<file path="config.mk">
export PLATFORM = sky130hd
export DESIGN_NAME = riscv_dstage
export DESIGN_NICKNAME = d
export VERILOG_FILES = /design/src/common/riscv_pkg.sv /design/src/design/decode/riscv_decoder.sv /design/src/design/decode/riscv_dstage.sv
export SDC_FILE = /design/constraint.sdc
export NUM_CORES = 1
export LEC_CHECK = 0
export ABC_AREA = 1
export BUFFER_PORTS_ARGS = -buffer_cell sky130_fd_sc_hd__buf_4
export CORE_AREA = 10 10 144 146
export CTS_CLUSTER_DIAMETER = 100
export DETAILED_ROUTE_END_ITERATION = 7
export DIE_AREA = 0 0 154 156
export PLACE_DENSITY = 0.75
export SYNTH_ARGS = -nofsm -noshare
export SYNTH_HDL_FRONTEND = slang
export SYNTH_SLANG_ARGS = --single-unit
</file>
<file path="constraint.sdc">
create_clock -name i_riscv_datapath_clk -period 1.6 [get_ports i_riscv_datapath_clk]
set_clock_uncertainty 0.1 [all_clocks]
set_input_delay 0.32 -clock i_riscv_datapath_clk [delete_from_list [all_inputs] [get_ports i_riscv_datapath_clk]]
set_output_delay 0.32 -clock i_riscv_datapath_clk [all_outputs]
set_load 0.1 [all_outputs]
</file>
<file path="src/common/riscv_pkg.sv">
package riscv_pkg;

  // datapath geometry
  localparam int XLEN       = 64;
  localparam int NUM_REGS   = 32;
  localparam int REG_ADDR_W = $clog2(NUM_REGS);  // 5
  localparam int SHAMT_W    = $clog2(XLEN);      // shift amount bits on rv64
  localparam int INST_W     = 32;

  typedef logic [XLEN-1:0]       xlen_t;
  typedef logic [REG_ADDR_W-1:0] reg_addr_t;
  typedef logic [INST_W-1:0]     inst_t;
  typedef logic [6:0]            opcode_t;
  typedef logic [2:0]            funct3_t;
  typedef logic [3:0]            alu_op_t;

  // major opcodes still decoded
  localparam opcode_t OPC_OP     = 7'b0110011;
  localparam opcode_t OPC_OP_IMM = 7'b0010011;
  localparam opcode_t OPC_LUI    = 7'b0110111;

  localparam funct3_t F3_ADD_SUB = 3'b000;
  localparam funct3_t F3_SLL     = 3'b001;
  localparam funct3_t F3_SLT     = 3'b010;
  localparam funct3_t F3_SLTU    = 3'b011;
  localparam funct3_t F3_XOR     = 3'b100;
  localparam funct3_t F3_SR      = 3'b101;  // srl or sra as funct7[5] picks
  localparam funct3_t F3_OR      = 3'b110;
  localparam funct3_t F3_AND     = 3'b111;

  localparam alu_op_t ALU_ADD   = 4'd0;
  localparam alu_op_t ALU_SUB   = 4'd1;
  localparam alu_op_t ALU_AND   = 4'd2;
  localparam alu_op_t ALU_OR    = 4'd3;
  localparam alu_op_t ALU_XOR   = 4'd4;
  localparam alu_op_t ALU_SLL   = 4'd5;
  localparam alu_op_t ALU_SRL   = 4'd6;
  localparam alu_op_t ALU_SRA   = 4'd7;
  localparam alu_op_t ALU_SLT   = 4'd8;
  localparam alu_op_t ALU_SLTU  = 4'd9;
  localparam alu_op_t ALU_PASSB = 4'd10;  // lui passes operand b through

  // decoded control for one instruction
  typedef struct packed {
    logic      regw;     // writes rd
    reg_addr_t rd;
    alu_op_t   alu_op;
    logic      use_imm;  // operand b from imm
    xlen_t     imm;
  } dec_ctrl_t;

  // decode/execute register
  typedef struct packed {
    logic      valid;
    dec_ctrl_t ctrl;
    reg_addr_t rs1_addr;
    xlen_t     rs1_data;
    reg_addr_t rs2_addr;
    xlen_t     rs2_data;
  } de_bus_t;

  // execute/writeback register that doubles as the retire port
  typedef struct packed {
    logic      valid;
    reg_addr_t rd;
    xlen_t     data;
  } wb_bus_t;

endpackage

</file>
<file path="src/design/decode/riscv_decoder.sv">
`timescale 1ns/1ns

module riscv_decoder (
  input  riscv_pkg::inst_t     i_inst,
  output logic                 o_valid,
  output riscv_pkg::dec_ctrl_t o_ctrl,
  output riscv_pkg::reg_addr_t o_rs1_addr,
  output riscv_pkg::reg_addr_t o_rs2_addr
);
  import riscv_pkg::*;

  opcode_t   opcode;
  funct3_t   funct3;
  logic      f7_b5;
  reg_addr_t rd;
  xlen_t     imm_i;
  xlen_t     imm_u;
  alu_op_t   f3_op;  // alu op as funct3 alone gives it

  assign opcode = i_inst[6:0];
  assign rd     = i_inst[11:7];
  assign funct3 = i_inst[14:12];
  assign f7_b5  = i_inst[30];

  assign imm_i = {{(XLEN-12){i_inst[31]}}, i_inst[31:20]};
  assign imm_u = {{(XLEN-32){i_inst[31]}}, i_inst[31:12], 12'b0};  // sign extended on rv64

  always_comb begin
    case (funct3)
      F3_ADD_SUB: f3_op = ALU_ADD;
      F3_SLL:     f3_op = ALU_SLL;
      F3_SLT:     f3_op = ALU_SLT;
      F3_SLTU:    f3_op = ALU_SLTU;
      F3_XOR:     f3_op = ALU_XOR;
      F3_SR:      f3_op = f7_b5 ? ALU_SRA : ALU_SRL;  // srai keeps bit 30 too
      F3_OR:      f3_op = ALU_OR;
      F3_AND:     f3_op = ALU_AND;
      default:    f3_op = ALU_ADD;
    endcase
  end

  always_comb begin
    o_valid    = 1'b0;
    o_ctrl     = '0;
    o_rs1_addr = i_inst[19:15];
    o_rs2_addr = i_inst[24:20];
    case (opcode)
      OPC_OP: begin
        o_valid       = 1'b1;
        o_ctrl.alu_op = (funct3 == F3_ADD_SUB && f7_b5) ? ALU_SUB : f3_op;
      end
      OPC_OP_IMM: begin
        o_valid        = 1'b1;
        o_ctrl.alu_op  = f3_op;  // there is no subi
        o_ctrl.use_imm = 1'b1;
        o_ctrl.imm     = imm_i;
      end
      OPC_LUI: begin
        o_valid        = 1'b1;
        o_ctrl.alu_op  = ALU_PASSB;
        o_ctrl.use_imm = 1'b1;
        o_ctrl.imm     = imm_u;
        o_rs1_addr     = '0;  // no source register for lui
      end
      default: begin
        o_valid = 1'b0;  // anything else becomes a bubble
      end
    endcase
    o_ctrl.rd   = rd;
    o_ctrl.regw = o_valid && (rd != '0);
  end

endmodule

</file>
<file path="src/design/decode/riscv_dstage.sv">
`timescale 1ns/1ns

module riscv_dstage (
  input  logic                 i_riscv_datapath_clk,
  input  logic                 i_rst_n,
  input  riscv_pkg::inst_t     i_inst,
  input  logic                 i_inst_valid,
  input  logic                 i_stall,
  // register file read port
  output riscv_pkg::reg_addr_t o_rs1_addr,
  output riscv_pkg::reg_addr_t o_rs2_addr,
  input  riscv_pkg::xlen_t     i_rs1_data,
  input  riscv_pkg::xlen_t     i_rs2_data,
  output riscv_pkg::de_bus_t   o_de
);
  import riscv_pkg::*;

  logic      dec_valid;
  dec_ctrl_t dec_ctrl;
  reg_addr_t rs1_addr;
  reg_addr_t rs2_addr;
  de_bus_t   de_d;

  riscv_decoder u_riscv_decoder (
    .i_inst     (i_inst),
    .o_valid    (dec_valid),
    .o_ctrl     (dec_ctrl),
    .o_rs1_addr (rs1_addr),
    .o_rs2_addr (rs2_addr)
  );

  assign o_rs1_addr = rs1_addr;
  assign o_rs2_addr = rs2_addr;

  // next content of the d/e register
  always_comb begin
    de_d          = '0;
    de_d.valid    = dec_valid & i_inst_valid;
    de_d.ctrl     = dec_ctrl;
    de_d.rs1_addr = rs1_addr;
    de_d.rs1_data = i_rs1_data;  // already bypassed by the regfile
    de_d.rs2_addr = rs2_addr;
    de_d.rs2_data = i_rs2_data;
  end

  always_ff @(posedge i_riscv_datapath_clk or negedge i_rst_n) begin
    if (!i_rst_n) begin
      o_de <= '0;
    end else if (!i_stall) begin  // hold the whole register on stall
      o_de <= de_d;
    end
  end

endmodule

</file>
==> flow_metrics.tcl <==
set metrics [dict create \
    grt_usage 0.233 \
    fmax_mhz 577 \
    gr-total-overflow 0 \
    yosys_warnings 0 \
    maxCapViolations 0 \
    drive_gt1_frac 0.343 \
    die_h_microns 156 \
    fin_crit_sh 1.08 \
    cts_root_buf "clkbuf_16" \
    io_pins 388 \
    synth_cell_type_count 17 \
    dp.cells 1413 \
    fillCellCount 1201 \
    grt_pass1_wl_microns 44500 \
    drc 0 \
    worstMarginPinSlew_ns 0.403 \
    hold_class "primary input to flop" \
    dieArea_sq_um 24000 \
    crit_fanout 17 \
    period_needed_ns 1.73 \
    p_leak_nw 6.82 \
    clockBufferDepth 2 \
    wl_per_cell_microns 18.7 \
    tritoncts "done" \
    r2r-start "o_de[200]" \
    reg_top3 "o_de: 182 flops" \
    nets 1486 \
    first_pass_iters 4 \
    start_util 0.417 \
    finalWirelength_microns 29300 \
    hpwl_microns 19600 \
    grt_max_degree 82 \
    setup_viol 33 \
    fp.coreArea_sq_um 17800 \
    numClockSinks 182 \
    rsz0062_at_grt "true" \
    syn_area_sq_um 7430 \
    largest-register "o_de" \
    power_density_nw_per_um2 1120 \
    gp_congestion 0.804 \
    rows 49 \
    critPathRequiredTime_ns 1.18 \
    largest_reg_flops 182 \
    fin_ws_ns -0.134 \
    dr_total_vias 7443 \
    cts-buffers-inserted 17 \
    synth-seq-area-share 0.613 \
    synth-seq-cells 182 \
    via_per_inst 4.76 \
    ant_nets 0 \
    clk_latency_ns 0.41 \
    arrival_ns 1.31 \
    hold_viol_final 0 \
    startpoint "o_de[200]" \
    ir_drop_mv 0.761 \
    slew_headroom 0.730 \
    worstHoldStart "i_rs2_data[8]" \
    finalHoldWorstSlack_ns 0.0114 \
    synthCells 857 \
    cts.clk_slew.worst_paths_ns 0.07 \
    port_buffers 387 \
    avgSynthCellArea_sq_um 8.67 \
    area_growth_pct 67.2 \
    synth_nets 1021 \
    fin_setup_tns_ns -4.15 \
    htreeDepth 4 \
    grt_pass1_vias 7956 \
    dpl_worst_slack_ns -0.0308 \
    slew_violations 0 \
    drtIter0Drc 404 \
    status "finished, violations left" \
    dieWidth_microns 154 \
    startpoint_type "flop" \
    antenna_found_initial 1 \
    critical_path_class "flop to output pin" \
    utilization 0.696 \
    violations "negative setup slack" \
    fin_cells 1565 \
    end_kind "output pin" \
]
[metrics by stage]
step	cell area [sq um]	power, W
6_report	12400	0.0139
5_1_grt	12400	0.0144
4_1_cts	12400	0.0139
3_5_place_dp	10400	0.00951
3_3_place_gp	10400	0.00948
2_1_floorplan	7440	0.00824
[cells by family after synthesis]
logic type	Yosys count	share of synthesized area
buffers and inverters	101	0.0838
AO/OA/AOI/OAI	36	0.0279
flip-flops	182	0.613
AND/OR/NAND/NOR	538	0.275
[Yosys cell counts]
| library cell | count | area [sq um] |
|---|---|---|
| clkbuf_1 | 6 | 22.5 |
| buf_6 | 1 | 11.3 |
| o21ai_0 | 23 | 115 |
| inv_1 | 16 | 60.1 |
| buf_4 | 56 | 420 |
| buf_2 | 20 | 100 |
| a21oi_1 | 2 | 10.0 |
| clkbuf_2 | 1 | 5.00 |
| nor2_2 | 3 | 18.8 |
| nand2_1 | 516 | 1940 |
| o211ai_1 | 11 | 82.6 |
| nand4_2 | 1 | 12.5 |
| inv_2 | 1 | 3.75 |
| nand2_2 | 1 | 6.26 |
| nand3_1 | 7 | 35.0 |
| dfrtp_1 | 182 | 4550 |
| nor2_1 | 10 | 37.5 |
[power breakdown]
part | switching (W) | total [W] | internal [W]
logic | 0.00349 | 0.00461 | 0.00112
registers | 0.000199 | 0.00513 | 0.00493
clock network | 0.00191 | 0.00415 | 0.00224
total | 0.00559 | 0.0139 | 0.00829
[layout make-up]
| type | count | area, sq um | area share |
|---|---|---|---|
| clock inverters | 13 | 138 | 0.0111 |
| diodes | 1 | 2.50 | 0.000201 |
| repair buffers | 530 | 4660 | 0.375 |
| well taps | 229 | 287 | 0.0231 |
| clock buffers | 19 | 443 | 0.0357 |
| multi-input cells | 574 | 2270 | 0.183 |
| flip-flops and latches | 182 | 4560 | 0.367 |
| inverters | 17 | 68.8 | 0.00554 |
[repair_timing]
action                                 in CTS  in global routing
buffers inserted                            2                  0
resized for setup                          60                 16
endpoints found under the hold margin     172                  0
hold buffers                              117                  0
setup endpoints to repair                  38                 41
[placed cells by master (no fill, tap or decap), drive strengths merged, types with 2 or more instances in the layout]
master / instances
nand2: 517
buf: 413
dfrtp: 182
dlygate4sd3: 117
inv: 24
o21ai: 23
clkbuf: 19
nor2: 13
o211ai: 11
nand3: 7
clkinvlp: 4
a21oi: 2
[path summary, 6_finish.rpt]
kind,to,slack (ns),depth (start not counted)
worst max-delay path,o_de[192],-0.13,2
worst min-delay path,o_de[8],0.01,3
worst max register to register,o_de[200],0.58,3
worst min register to register,o_de[155],0.38,2
max in group asynchronous,o_de[51],0.55,3
min in group asynchronous,o_de[103],0.24,2
[metal layers]
layer | up-vias | part of all wire | wire length [microns] | GRT usage
li1 | 3487 | - | - | -
met1 | 3536 | 0.38 | 11300 | 0.267
met2 | 372 | 0.49 | 14300 | 0.388
met3 | 48 | 0.098 | 2860 | 0.0896
met4 | 0 | 0.030 | 889 | 0.0841
met5 | - | 0 | 0 | 0
[critical path, stage by stage (launching register included)]
cell and delay, ns:
dfrtp_4 0.45, buf_12 0.20, buf_8 0.22
Power figures use the tool's default switching activity.
